## src/verilog/i2c_defs.svh

```systemverilog
// bus and system clock frequencies and the default queue depth.
`ifndef I2C_DEFS_SVH
`define I2C_DEFS_SVH

// system clock in Hz.
`define I2C_CLK_FREQ 50_000_000

// bus clock in Hz, a half period is ten system cycles.
`define I2C_BUS_FREQ 2_500_000

// entries in the command and response queues.
`define I2C_QUEUE_DEPTH 4

`endif

```

## src/verilog/i2c_bus_pkg.sv

```systemverilog
// bus frame types, operation encoding and frame slot positions.
package i2c_bus_pkg;

	typedef enum logic {
		I2C_WR = 1'b0,
		I2C_RD = 1'b1
	} i2c_op_e;

	typedef logic [5:0] slot_t;

	// slots are counted in bus clock rises from the start of a transfer.
	localparam slot_t START_SLOT        = 6'd1;
	localparam slot_t ADDR_ACK_SLOT     = 6'd10;
	localparam slot_t SUB_ACK_SLOT      = 6'd19;
	localparam slot_t RD_REPSTART_SLOT  = 6'd20;
	localparam slot_t WR_DATA_ACK_SLOT  = 6'd28;
	localparam slot_t WR_STOP_SLOT      = 6'd29;
	localparam slot_t RD_ADDR_ACK_SLOT  = 6'd30;
	localparam slot_t RD_DATA_FIRST     = 6'd31;
	localparam slot_t RD_STOP_SLOT      = 6'd40;
	localparam slot_t WR_FRAME_LAST     = 6'd32;
	localparam slot_t RD_FRAME_LAST     = 6'd42;

endpackage

```

## src/verilog/i2c_req_pkg.sv

```systemverilog
// host command and response structures.
package i2c_req_pkg;

	// one register access as pushed by the host.
	typedef struct packed {
		i2c_bus_pkg::i2c_op_e op;
		logic [6:0]           addr;
		logic [7:0]           subaddr;
		logic [7:0]           wdata;
	} i2c_cmd_t;

	// result of one finished transfer.
	typedef struct packed {
		logic [7:0] rdata;
		logic       ack;
	} i2c_rsp_t;

endpackage

```

## src/verilog/i2c_xfer_if.sv

```systemverilog
// transfer interface between the dispatcher and the bit sequencer.
interface i2c_xfer_if;

	// one-cycle request, only while busy is low.
	logic                  start;
	i2c_req_pkg::i2c_cmd_t cmd;

	// rsp holds from the fall of busy until the next start.
	logic                  busy;
	i2c_req_pkg::i2c_rsp_t rsp;

	modport ctrl (
		output start,
		output cmd,
		input  busy,
		input  rsp
	);

	modport seq (
		input  start,
		input  cmd,
		output busy,
		output rsp
	);

endinterface

```

## src/verilog/i2c_clock_gen.sv

```systemverilog
// fractional divider making the bus clock level and its edge pulses.
`include "i2c_defs.svh"

module i2c_clock_gen (
	input  logic CLK,
	input  logic rst_n,
	output logic bus_clk,
	output logic bus_rise,
	output logic bus_fall
);
	localparam logic [31:0] CLK_FREQ    = `I2C_CLK_FREQ;
	localparam logic [31:0] BUS_FREQ_X2 = `I2C_BUS_FREQ * 2;

	logic [31:0] acc;
	logic [31:0] acc_next;
	logic        bus_clk_q;

	assign acc_next = acc + BUS_FREQ_X2;

	// each wrap of the accumulator is half a bus period.
	always_ff @(posedge CLK) begin
		if (!rst_n) begin
			acc       <= '0;
			bus_clk   <= 1'b0;
			bus_clk_q <= 1'b0;
		end else begin
			bus_clk_q <= bus_clk;
			if (acc_next >= CLK_FREQ) begin
				acc     <= acc_next - CLK_FREQ;
				bus_clk <= ~bus_clk;
			end else begin
				acc <= acc_next;
			end
		end
	end

	assign bus_rise = bus_clk & ~bus_clk_q;
	assign bus_fall = ~bus_clk & bus_clk_q;

endmodule

```

## src/verilog/i2c_master.sv

```systemverilog
// bit sequencer shifting one register transfer frame onto SCL and SDA.
module i2c_master (
	input  logic    CLK,
	input  logic    rst_n,
	input  logic    bus_clk,
	input  logic    bus_rise,
	input  logic    bus_fall,
	i2c_xfer_if.seq xfer,
	output logic    scl_oe,
	output logic    sda_oe,
	input  logic    scl_in,
	input  logic    sda_in
);
	localparam int unsigned SDA_DELAY = 4;

	logic [0:42]                frame;
	i2c_bus_pkg::slot_t         slot;
	i2c_bus_pkg::slot_t         last_slot;
	logic                       busy;
	logic                       rd;
	logic                       scl_rel;
	logic [SDA_DELAY-1:0]       sdo;
	logic                       sdo_next;
	logic [1:0]                 sda_sync;
	logic [7:0]                 rdata;
	logic                       ack;
	logic                       ack_slot;
	logic                       data_slot;

	assign last_slot = rd ? i2c_bus_pkg::RD_FRAME_LAST : i2c_bus_pkg::WR_FRAME_LAST;

	assign ack_slot = (slot == i2c_bus_pkg::ADDR_ACK_SLOT) ||
		(slot == i2c_bus_pkg::SUB_ACK_SLOT) ||
		(!rd && slot == i2c_bus_pkg::WR_DATA_ACK_SLOT) ||
		(rd && slot == i2c_bus_pkg::RD_ADDR_ACK_SLOT);

	assign data_slot = rd && slot >= i2c_bus_pkg::RD_DATA_FIRST &&
		slot < i2c_bus_pkg::RD_DATA_FIRST + 6'd8;

	// new bit enters after the falling edge, the delay line lets SCL settle low first.
	assign sdo_next = (busy && bus_fall) ? frame[slot] : sdo[0];

	always_ff @(posedge CLK) begin
		sda_sync <= {sda_sync[0], sda_in};
	end

	always_ff @(posedge CLK) begin
		if (!rst_n) begin
			busy    <= 1'b0;
			slot    <= '0;
			scl_rel <= 1'b1;
			sdo     <= '1;
		end else begin
			sdo <= {sdo[SDA_DELAY-2:0], sdo_next};
			if (xfer.start) begin
				busy    <= 1'b1;
				slot    <= '0;
				scl_rel <= 1'b1;
				sdo     <= '1;
			end else if (busy && bus_rise) begin
				slot <= slot + 6'd1;
				case (slot)
					i2c_bus_pkg::START_SLOT: scl_rel <= 1'b0;
					// SCL held high across the repeated start.
					i2c_bus_pkg::RD_REPSTART_SLOT: if (rd) scl_rel <= 1'b1;
					i2c_bus_pkg::RD_REPSTART_SLOT + 6'd1: if (rd) scl_rel <= 1'b0;
					i2c_bus_pkg::WR_STOP_SLOT: if (!rd) scl_rel <= 1'b1;
					i2c_bus_pkg::RD_STOP_SLOT: if (rd) scl_rel <= 1'b1;
					default: ;
				endcase
				if (slot == last_slot) begin
					busy    <= 1'b0;
					scl_rel <= 1'b1;
				end
			end
		end
	end

	always_ff @(posedge CLK) begin
		if (xfer.start) begin
			rd    <= (xfer.cmd.op == i2c_bus_pkg::I2C_RD);
			ack   <= 1'b1;
			rdata <= '0;
			if (xfer.cmd.op == i2c_bus_pkg::I2C_RD) begin
				frame <= {2'b10, xfer.cmd.addr, 1'b0, 1'b1, xfer.cmd.subaddr, 3'b110,
					xfer.cmd.addr, 1'b1, 1'b1, 8'hFF, 4'b1011};
			end else begin
				frame <= {2'b10, xfer.cmd.addr, 1'b0, 1'b1, xfer.cmd.subaddr, 1'b1,
					xfer.cmd.wdata, 4'b1011, 11'h7FF};
			end
		end else if (busy && bus_rise) begin
			if (ack_slot) ack <= ack & ~sda_sync[1];
			if (data_slot) rdata <= {rdata[6:0], sda_sync[1]};
		end
	end

	assign scl_oe = ~(scl_rel | bus_clk);
	assign sda_oe = ~sdo[SDA_DELAY-1];

	assign xfer.busy = busy;
	assign xfer.rsp  = '{rdata: rdata, ack: ack};

	// the dispatcher waits for the sequencer to go idle.
	a_start_idle: assert property (@(posedge CLK) disable iff (!rst_n)
		xfer.start |-> !busy);

	// SDA moves under a high SCL only where SCL is held released on purpose.
	a_sda_stable: assert property (@(posedge CLK) disable iff (!rst_n)
		$changed(sda_oe) && !scl_oe |-> scl_rel);

	a_scl_follow: assert property (@(posedge CLK) disable iff (!rst_n)
		scl_oe |-> !scl_in);

endmodule

```

## src/verilog/i2c_dispatch.sv

```systemverilog
// dispatcher moving commands to the sequencer and responses to the queue.
module i2c_dispatch (
	input  logic                  CLK,
	input  logic                  rst_n,
	input  i2c_req_pkg::i2c_cmd_t cmd_head,
	input  logic                  cmd_empty,
	output logic                  cmd_pop,
	input  logic                  rsp_full,
	output logic                  rsp_push,
	output i2c_req_pkg::i2c_rsp_t rsp_data,
	i2c_xfer_if.ctrl              xfer
);
	logic in_flight;
	logic busy_q;
	logic busy_fell;
	logic issue;

	// one transfer outstanding until its response is queued.
	assign issue     = !in_flight && !cmd_empty && !rsp_full;
	assign busy_fell = busy_q && !xfer.busy;

	assign cmd_pop    = issue;
	assign xfer.start = issue;
	assign xfer.cmd   = cmd_head;

	always_ff @(posedge CLK) begin
		if (!rst_n) begin
			in_flight <= 1'b0;
			busy_q    <= 1'b0;
			rsp_push  <= 1'b0;
		end else begin
			busy_q   <= xfer.busy;
			rsp_push <= busy_fell;
			if (issue) in_flight <= 1'b1;
			else if (rsp_push) in_flight <= 1'b0;
		end
	end

	always_ff @(posedge CLK) begin
		if (busy_fell) rsp_data <= xfer.rsp;
	end

	a_rsp_room: assert property (@(posedge CLK) disable iff (!rst_n)
		rsp_push |-> !rsp_full);

endmodule

```

## src/verilog/sync_fifo.sv

```systemverilog
// synchronous FIFO with a type parameter for its payload.
module sync_fifo #(
	parameter type payload_t = logic [7:0],
	parameter int  DEPTH     = 4
) (
	input  logic     CLK,
	input  logic     rst_n,
	input  logic     push,
	input  payload_t din,
	output logic     full,
	input  logic     pop,
	output payload_t dout,
	output logic     empty
);
	localparam int AW = (DEPTH > 1) ? $clog2(DEPTH) : 1;
	localparam int CW = $clog2(DEPTH + 1);

	payload_t      mem [DEPTH];
	logic [AW-1:0] wr_ptr;
	logic [AW-1:0] rd_ptr;
	logic [CW-1:0] count;
	logic [CW-1:0] count_next;

	function automatic logic [AW-1:0] next_ptr(input logic [AW-1:0] ptr);
		return (ptr == AW'(DEPTH - 1)) ? '0 : ptr + 1'b1;
	endfunction

	always_comb begin
		case ({push, pop})
			2'b10:   count_next = count + 1'b1;
			2'b01:   count_next = count - 1'b1;
			default: count_next = count;
		endcase
	end

	always_ff @(posedge CLK) begin
		if (!rst_n) begin
			wr_ptr <= '0;
			rd_ptr <= '0;
			count  <= '0;
			empty  <= 1'b1;
			full   <= 1'b0;
		end else begin
			if (push) wr_ptr <= next_ptr(wr_ptr);
			if (pop) rd_ptr <= next_ptr(rd_ptr);
			count <= count_next;
			empty <= (count_next == '0);
			full  <= (count_next == CW'(DEPTH));
		end
	end

	always_ff @(posedge CLK) begin
		if (push) mem[wr_ptr] <= din;
	end

	// head is read combinationally.
	assign dout = mem[rd_ptr];

	a_no_overflow: assert property (@(posedge CLK) disable iff (!rst_n) push |-> !full);
	a_no_underflow: assert property (@(posedge CLK) disable iff (!rst_n) pop |-> !empty);

endmodule

```

## src/verilog/i2c_ctrl_top.sv

```systemverilog
// top level joining queues, dispatcher, clock divider and bit sequencer.
`include "i2c_defs.svh"

module i2c_ctrl_top (
	input  logic       CLK,
	input  logic       rst_n,
	input  logic       cmd_push,
	input  logic       cmd_op,
	input  logic [6:0] cmd_addr,
	input  logic [7:0] cmd_subaddr,
	input  logic [7:0] cmd_wdata,
	output logic       cmd_full,
	input  logic       rsp_pop,
	output logic       rsp_empty,
	output logic [7:0] rsp_rdata,
	output logic       rsp_ack,
	output logic       scl_oe,
	output logic       sda_oe,
	input  logic       scl_in,
	input  logic       sda_in
);
	i2c_req_pkg::i2c_cmd_t cmd_in;
	i2c_req_pkg::i2c_cmd_t cmd_head;
	i2c_req_pkg::i2c_rsp_t rsp_in;
	i2c_req_pkg::i2c_rsp_t rsp_head;
	logic                  cmd_empty;
	logic                  cmd_pop;
	logic                  rsp_full;
	logic                  rsp_push;
	logic                  bus_clk;
	logic                  bus_rise;
	logic                  bus_fall;

	assign cmd_in = '{op: i2c_bus_pkg::i2c_op_e'(cmd_op), addr: cmd_addr,
		subaddr: cmd_subaddr, wdata: cmd_wdata};

	assign rsp_rdata = rsp_head.rdata;
	assign rsp_ack   = rsp_head.ack;

	i2c_xfer_if i_xfer ();

	sync_fifo #(.payload_t(i2c_req_pkg::i2c_cmd_t), .DEPTH(`I2C_QUEUE_DEPTH)) i_cmd_fifo (
		.CLK(CLK), .rst_n(rst_n), .push(cmd_push), .din(cmd_in), .full(cmd_full),
		.pop(cmd_pop), .dout(cmd_head), .empty(cmd_empty));

	sync_fifo #(.payload_t(i2c_req_pkg::i2c_rsp_t), .DEPTH(`I2C_QUEUE_DEPTH)) i_rsp_fifo (
		.CLK(CLK), .rst_n(rst_n), .push(rsp_push), .din(rsp_in), .full(rsp_full),
		.pop(rsp_pop), .dout(rsp_head), .empty(rsp_empty));

	i2c_dispatch i_dispatch (
		.CLK(CLK), .rst_n(rst_n), .cmd_head(cmd_head), .cmd_empty(cmd_empty),
		.cmd_pop(cmd_pop), .rsp_full(rsp_full), .rsp_push(rsp_push),
		.rsp_data(rsp_in), .xfer(i_xfer.ctrl));

	i2c_clock_gen i_clock_gen (
		.CLK(CLK), .rst_n(rst_n), .bus_clk(bus_clk), .bus_rise(bus_rise),
		.bus_fall(bus_fall));

	i2c_master i_master (
		.CLK(CLK), .rst_n(rst_n), .bus_clk(bus_clk), .bus_rise(bus_rise),
		.bus_fall(bus_fall), .xfer(i_xfer.seq), .scl_oe(scl_oe), .sda_oe(sda_oe),
		.scl_in(scl_in), .sda_in(sda_in));

endmodule

```

## config.mk

```make
export PLATFORM = sky130hd
export DESIGN_NAME = i2c_ctrl_top
export DESIGN_NICKNAME = d
export VERILOG_FILES = /design/src/verilog/i2c_bus_pkg.sv /design/src/verilog/i2c_req_pkg.sv /design/src/verilog/i2c_xfer_if.sv /design/src/verilog/i2c_clock_gen.sv /design/src/verilog/i2c_master.sv /design/src/verilog/i2c_dispatch.sv /design/src/verilog/sync_fifo.sv /design/src/verilog/i2c_ctrl_top.sv
export VERILOG_INCLUDE_DIRS = /design/src /design/src/verilog
export SDC_FILE = /design/constraint.sdc
export NUM_CORES = 1
export LEC_CHECK = 0
export BUFFER_PORTS_ARGS = -buffer_cell sky130_fd_sc_hd__buf_2
export CORE_UTILIZATION = 41
export CTS_BUF_LIST = sky130_fd_sc_hd__clkbuf_2
export CTS_CLUSTER_SIZE = 28
export DETAILED_ROUTE_END_ITERATION = 6
export PLACE_DENSITY = 0.71
export RECOVER_POWER = 100
export SLEW_MARGIN = 30
export SYNTH_ARGS = -nofsm -noshare
export SYNTH_HDL_FRONTEND = slang
export SYNTH_SLANG_ARGS = --single-unit
export TNS_END_PERCENT = 1
```

## constraint.sdc

```tcl
create_clock -name CLK -period 3.59 [get_ports CLK]
set_clock_uncertainty 0.1 [all_clocks]
set_input_delay 0.5385 -clock CLK [delete_from_list [all_inputs] [get_ports CLK]]
set_output_delay 0.5385 -clock CLK [all_outputs]
set_load 0.03 [all_outputs]
```

==> run metrics, run 1 <==
worst r2r dst=i_clock_gen.acc[13]$_SDFF_PN0_; Final Max Tran Viols=115; complex-gate fraction of the synthesized area=7.95%; P_int=5510 uW; Area growth, synth to finish=14.4%; CTS H-Tree Depth=2; Tmin final=3500 ps; clock group share of total power=21.6%; wire per inst=15.2 um; Hold Path End=i_master.sda_sync[1]$_DFF_P_; Worst VDD drop=0.346 mV; share of layout cells above drive strength 1=22.1%; final worst slack=92.8 ps; Avg Synthesized Cell Area=13.6 um^2; CTS buffer count=59; reg2reg start=i_clock_gen.acc[6]$_SDFF_PN0_; Overflow after GRT=0; critical path arrival=4070 ps; main combinational cell family by area after synthesis=simple AND/OR/NAND/NOR gates; P_sw=2860 uW; Core Footprint=0.0255 mm^2; post-synth cell types=84; mux contribution to synthesized area=10.5%; Max Clock Freq=286 MHz; Tightest Hold Check Type=reg2reg; pwr dens=679 mW/mm^2; WP data required=4170 ps; WL met3=916 um; Sw Ratio=34.2%; post-synthesis simple-gate area fraction=12.0%; synth warn=0; HP Start=i_master.sda_sync[0]$_DFF_P_; first-pass GRT wire length=33500 um; Critical Path End Type=flop; flops & latches, synth=243; DP Wirelength=12500 um; register area share after synthesis=60.6%; DR top layer=met4; max_cap viols=4; Combinational Power Share=34.0%; via count=6595; Slew @ Worst Pin=1950 ps; Synth Area in Adders=2.58%; clk buf depth=3; initial DRC count=411; dpl ws=61.8 ps; Hold Fails Final Rpt=0; Routed WL=19900 um; setup bufs post-CTS=0; clk sinks=243; largest net degree at the start of global routing=40; initial antenna violation count=1; Final ANT Viol Nets=0; CTS tree=yes; number of global-route vias before repair=6811; Lkg Pwr=0.00437 uW; Hold Path Depth=0; NumNets Final=978; Die Ht=164 um; cell count after synthesis=794; status=complete, but fails checks; Max FO, Critical Path=10; DRC viols=0; Rel. slew slack=-29.9%; final core utilization=48.4%; crit start category=flop; Metal-1 WL=9080 um; synthesized cell area=0.0108 mm^2; Total GRT Usage=15.7%; Die Width=164 um; IO Port Bufs=41; sequential power share=44.4%; Via-to-Cell Ratio=5.05; Setup-failing EPs final=0; clk root buf=clkbuf_2; Post-Synth XOR/XNOR Area=3.47%; Pre-antenna DRT Iters=4; top_reg_cell synth=edfxtp_1; io pins=43; asr flop ratio synth=0%; clock transition at the registers of the reported paths=100 ps; critical setup path kind=reg2reg; final worst path period share=97.4%; r2r worst-path depth=12; metal2 WL=9600 um; Routability Congestion=0.822; die area=0.0270 mm^2; setup slack, reg-to-reg=90 ps; failing checks=max-capacitance violations, max-slew violations; Initial Util=42.3%; RSZ-0062 raised after global routing=yes; Cell Rows=58; Clock Latency Late Sink=850 ps; number of flops mapped to enable cells by yosys=167; net count after synthesis=845
[layout by cell type (no fill, tap or decap), drive strengths merged, types with 9 or more instances in the layout]
cell,instances
clkinv,20
and3,14
xnor2,25
nand2,47
inv,33
nand3,17
buf,41
mux2i,17
edfxtp,167
ha,19
dlygate4sd3,28
or3,9
nor3,15
dfxtp,76
clkbuf,132
a21oi,32
and2,26
o21ai,14
xor2,16
mux4,39
nor2,61
nand4,9
[metal layers]
layer,vias to the layer above,track usage [%]
met5,-,0
met4,0,4.97
met3,26,3.28
met2,125,26.6
met1,3168,20.0
li1,3276,-
[synthesized netlist by cell type (9+ instances only)]
master / n / area share (%)
inv_1: 31 / 1.1
xnor2_1: 23 / 1.9
clkbuf_1: 23 / 0.80
nand3_1: 14 / 0.65
nand4_1: 9 / 0.52
nor2_1: 61 / 2.1
nor3_1: 14 / 0.65
a21oi_1: 28 / 1.3
and3_1: 13 / 0.75
and2_1: 26 / 1.5
nand2_1: 47 / 1.6
edfxtp_1: 167 / 47
mux2i_1: 17 / 1.6
o21ai_0: 11 / 0.51
xor2_1: 16 / 1.3
ha_1: 19 / 2.2
dfxtp_1: 76 / 14
mux4_2: 39 / 8.1
[logic make-up after synthesis]
| kind of cell | count (synthesis) |
|---|---|
| compound gates | 111 |
| flops | 243 |
| mux | 63 |
| xor+xnor | 41 |
| simple gates | 242 |
| buf+inv | 73 |
| fa+ha+maj | 21 |
[layout make-up]
cell class,instances,area (um^2)
Timing Repair Buffer,114,749
Fill cell,2316,13100
Multi-Input combinational cell,478,3960
Clock buffer,87,435
Inverter,31,116
Tap cell,330,413
Sequential cell,243,6540
Antenna cell,1,2.50
Clock inverter,23,124
[timing repair]
action	4_1_cts	5_1_grt
endpoints found under the hold margin	104	0
hold buffers	28	0
resized for setup	0	7
setup endpoints to repair	0	21
[stage by stage]
step	std cells	power (uW)	hold slack [ps]	TNS, ps	cell area, um^2
3_3_place_gp	1168	6520	213	0	11500
5_1_grt	1307	8970	186	-288	12300
6_report	1307	8370	239	0	12300
4_1_cts	1306	8440	181	0	12400
3_5_place_dp	1168	6580	222	0	11500
2_1_floorplan	794	5890	210	0	10800
[power groups by stage]
stage / clock (uW) / combinational [uW] / sequential [uW]
after CTS: 1890 / 2840 / 3710
after global placement: 0 / 2760 / 3760
final: 1810 / 2850 / 3720
after detailed placement: 0 / 2800 / 3780
after floorplan: 0 / 2220 / 3670
after global routing: 2040 / 3150 / 3770
[worst max path at each step]
stage	cells after the start	endpoint	start	slack, ps
global placement	12	i_clock_gen.acc[13]$_SDFF_PN0_	i_clock_gen.acc[6]$_SDFF_PN0_	110
global route	12	i_clock_gen.acc[13]$_SDFF_PN0_	i_clock_gen.acc[6]$_SDFF_PN0_	-90
CTS	12	i_clock_gen.acc[13]$_SDFF_PN0_	i_clock_gen.acc[6]$_SDFF_PN0_	40
finish	12	i_clock_gen.acc[13]$_SDFF_PN0_	i_clock_gen.acc[6]$_SDFF_PN0_	90
detailed placement	12	i_clock_gen.acc[13]$_SDFF_PN0_	i_clock_gen.acc[6]$_SDFF_PN0_	60
floorplan	13	i_clock_gen.acc[23]$_SDFF_PN0_	i_clock_gen.acc[6]$_SDFF_PN0_	150
[registers in the layout, summed over array words and instances, names as in the netlist, 3 cells and up, named ones only]
register,cells
i_rsp_fifo.mem,36
i_clock_gen.acc,26
i_master.slot,6
i_dispatch.rsp_data,9
i_rsp_fifo.count,3
i_master.frame,26
i_master.sdo,4
i_master.rdata,8
i_cmd_fifo.count,3
i_cmd_fifo.mem,96
[critical path: stages, from the launching register on]
cell      delay [ps]
dfxtp_1          320
ha_1             230
or3_4            380
a211o_4          380
a21oi_2          270
nor4bb_4         100
o221ai_4         200
a21oi_2           90
or4b_4           570
buf_4            200
a211oi_2         240
o21ai_0          100
and3b_1          180
Note: power is estimated with default switching activity, not from simulation.
==> run 2: changes to the inputs <==
CELL_PAD_IN_SITES_DETAIL_PLACEMENT = 2   (was not set)
CELL_PAD_IN_SITES_GLOBAL_PLACEMENT = 2   (was not set)
PLACE_DENSITY = 0.89   (was 0.71)
SKIP_CTS_REPAIR_TIMING = 1   (was not set)
TNS_END_PERCENT = 20   (was 1)
==> run 2 against run 1 <==
- the run now ends clean
- worst hold slack got worse by 98 ps
- combinational power rose by 20%
- routed wire length rose by 63%
- die area did not move
- critical path depth rose by 2
- core utilization rose by 1.2 points
- sequential power rose by 3%
==> run metrics, run 2 (synthesis results as in run 1) <==
DRC viols=0; Hold Path Depth=3; Routed WL=32300 um; Critical Path End Type=flop; first-pass GRT wire length=45600 um; clock group share of total power=21.6%; Max FO, Critical Path=16; Cell Rows=58; Final Max Tran Viols=0; Lkg Pwr=0.00455 uW; io pins=43; hold_ws=140 ps; r2r worst-path depth=14; Largest Register=i_cmd_fifo.mem; critical path arrival=4130 ps; Final ANT Viol Nets=0; Sw Ratio=38.5%; Core Footprint=0.0255 mm^2; Tightest Hold Check Type=in2reg; area of the multi-input gates=0.00411 mm^2; Slew @ Worst Pin=853 ps; wire per inst=24.4 um; IO Port Bufs=41; Area growth, synth to finish=17.3%; NumNets Final=996; clock transition at the registers of the reported paths=100 ps; Combinational Power Share=36.9%; # fillers=2432; max_cap viols=0; largest registers=i_cmd_fifo.mem: 96 flops, i_rsp_fifo.mem: 36 flops; reg2reg start=i_clock_gen.acc[6]$_SDFF_PN0_; Clock Latency Late Sink=880 ps; Overflow after GRT=0; number of global-route vias before repair=8157; WP data required=4180 ps; Die Width=164 um; status=complete, no violations; RSZ-0062 raised after global routing=yes; commonest non-fill, non-tap cell in the layout=edfxtp_1; CTS tree=yes; Initial Util=42.3%; Total GRT Usage=22.6%; CTS H-Tree Depth=3; crit start category=flop; setup_tns=0 ps; largest net degree at the start of global routing=40; P_int=5710 uW; clk buf depth=3; HP Start=rst_n; most frequent cells in the layout=edfxtp_1 (167), clkbuf_2 (98), dfxtp_1 (68), nor2_1 (61), buf_4 (54); via count=7313; clk sinks=243; Tmin final=3540 ps; Max Clock Freq=283 MHz; final worst slack=54.8 ps; max FFs per register=96; initial antenna violation count=1; setup slack, reg-to-reg=50 ps; Routability Congestion=0.801; Worst VDD drop=0.356 mV; Hold Path End=i_clock_gen.acc[16]$_SDFF_PN0_; dpl ws=-70.7 ps; initial DRC count=335; Worst Setup SP=i_clock_gen.acc[6]$_SDFF_PN0_; pwr dens=735 mW/mm^2; dpl cell area=0.0116 mm^2; P_sw=3580 uW; sequential power share=41.5%; CTS buffer count=66; final worst path period share=98.5%; Rel. slew slack=43.0%; Pre-antenna DRT Iters=4; Hold Fails Final Rpt=0; DP Wirelength=19600 um; share of layout cells above drive strength 1=29.2%; die area=0.0270 mm^2; final instance area=0.0127 mm^2; worst r2r dst=i_clock_gen.acc[20]$_SDFF_PN0_; storage element area=0.00655 mm^2; critical setup path kind=reg2reg; Via-to-Cell Ratio=5.52; Die Ht=164 um; Setup-failing EPs final=0; clk root buf=clkbuf_2
run 2: area by class of cell:
class,count,share of cell area [%]
flip-flops and latches,243,51.7
multi-input cells,478,32.5
repair buffers,125,7.02
clock buffers,97,3.84
well taps,330,3.26
inverters,31,0.920
clock inverters,21,0.752
diodes,1,0.0198
run 2: routing by layer:
metal / routed length (um) / global-route usage (%)
met1: 12500 / 25.2
met2: 18000 / 42.1
met3: 1160 / 4.95
met4: 747 / 7.79
met5: 0 / 0
run 2: how the worst max path moves through the flow:
stage,depth (start not counted),endpoint,slack [ps]
after floorplan,13,i_clock_gen.acc[23]$_SDFF_PN0_,150
after global placement,13,i_clock_gen.acc[20]$_SDFF_PN0_,70
after detailed placement,13,i_clock_gen.acc[13]$_SDFF_PN0_,-70
after CTS,13,i_clock_gen.acc[20]$_SDFF_PN0_,-190
after global routing,14,i_clock_gen.acc[20]$_SDFF_PN0_,-90
final,14,i_clock_gen.acc[20]$_SDFF_PN0_,50
run 2: through the flow:
step / utilization (%) / power [uW] / std cells
after floorplan: - / 5890 / 794
after global placement: 45.5 / 6650 / 1176
after detailed placement: 45.5 / 6930 / 1176
after CTS: 47.8 / 8960 / 1294
after global routing: 49.7 / 9770 / 1326
final: 49.7 / 9290 / 1326
run 2: worst max-delay path: stages (launching register included):
cell	delay, ps
dfxtp_2	400
ha_2	240
buf_4	190
nand3_1	130
a211o_1	340
o2bb2ai_2	220
nand4_1	180
or4_4	510
o31ai_4	220
or4b_4	180
buf_4	140
buf_12	150
nand3_1	100
xor2_1	150
and2_1	160
run 2: power groups by stage:
stage / sequential, uW / clock, uW / combinational [uW]
floorplan: 3670 / 0 / 2220
global placement: 3800 / 0 / 2860
detailed placement: 3860 / 0 / 3070
CTS: 3800 / 2030 / 3130
global route: 3890 / 2200 / 3680
finish: 3850 / 2010 / 3430
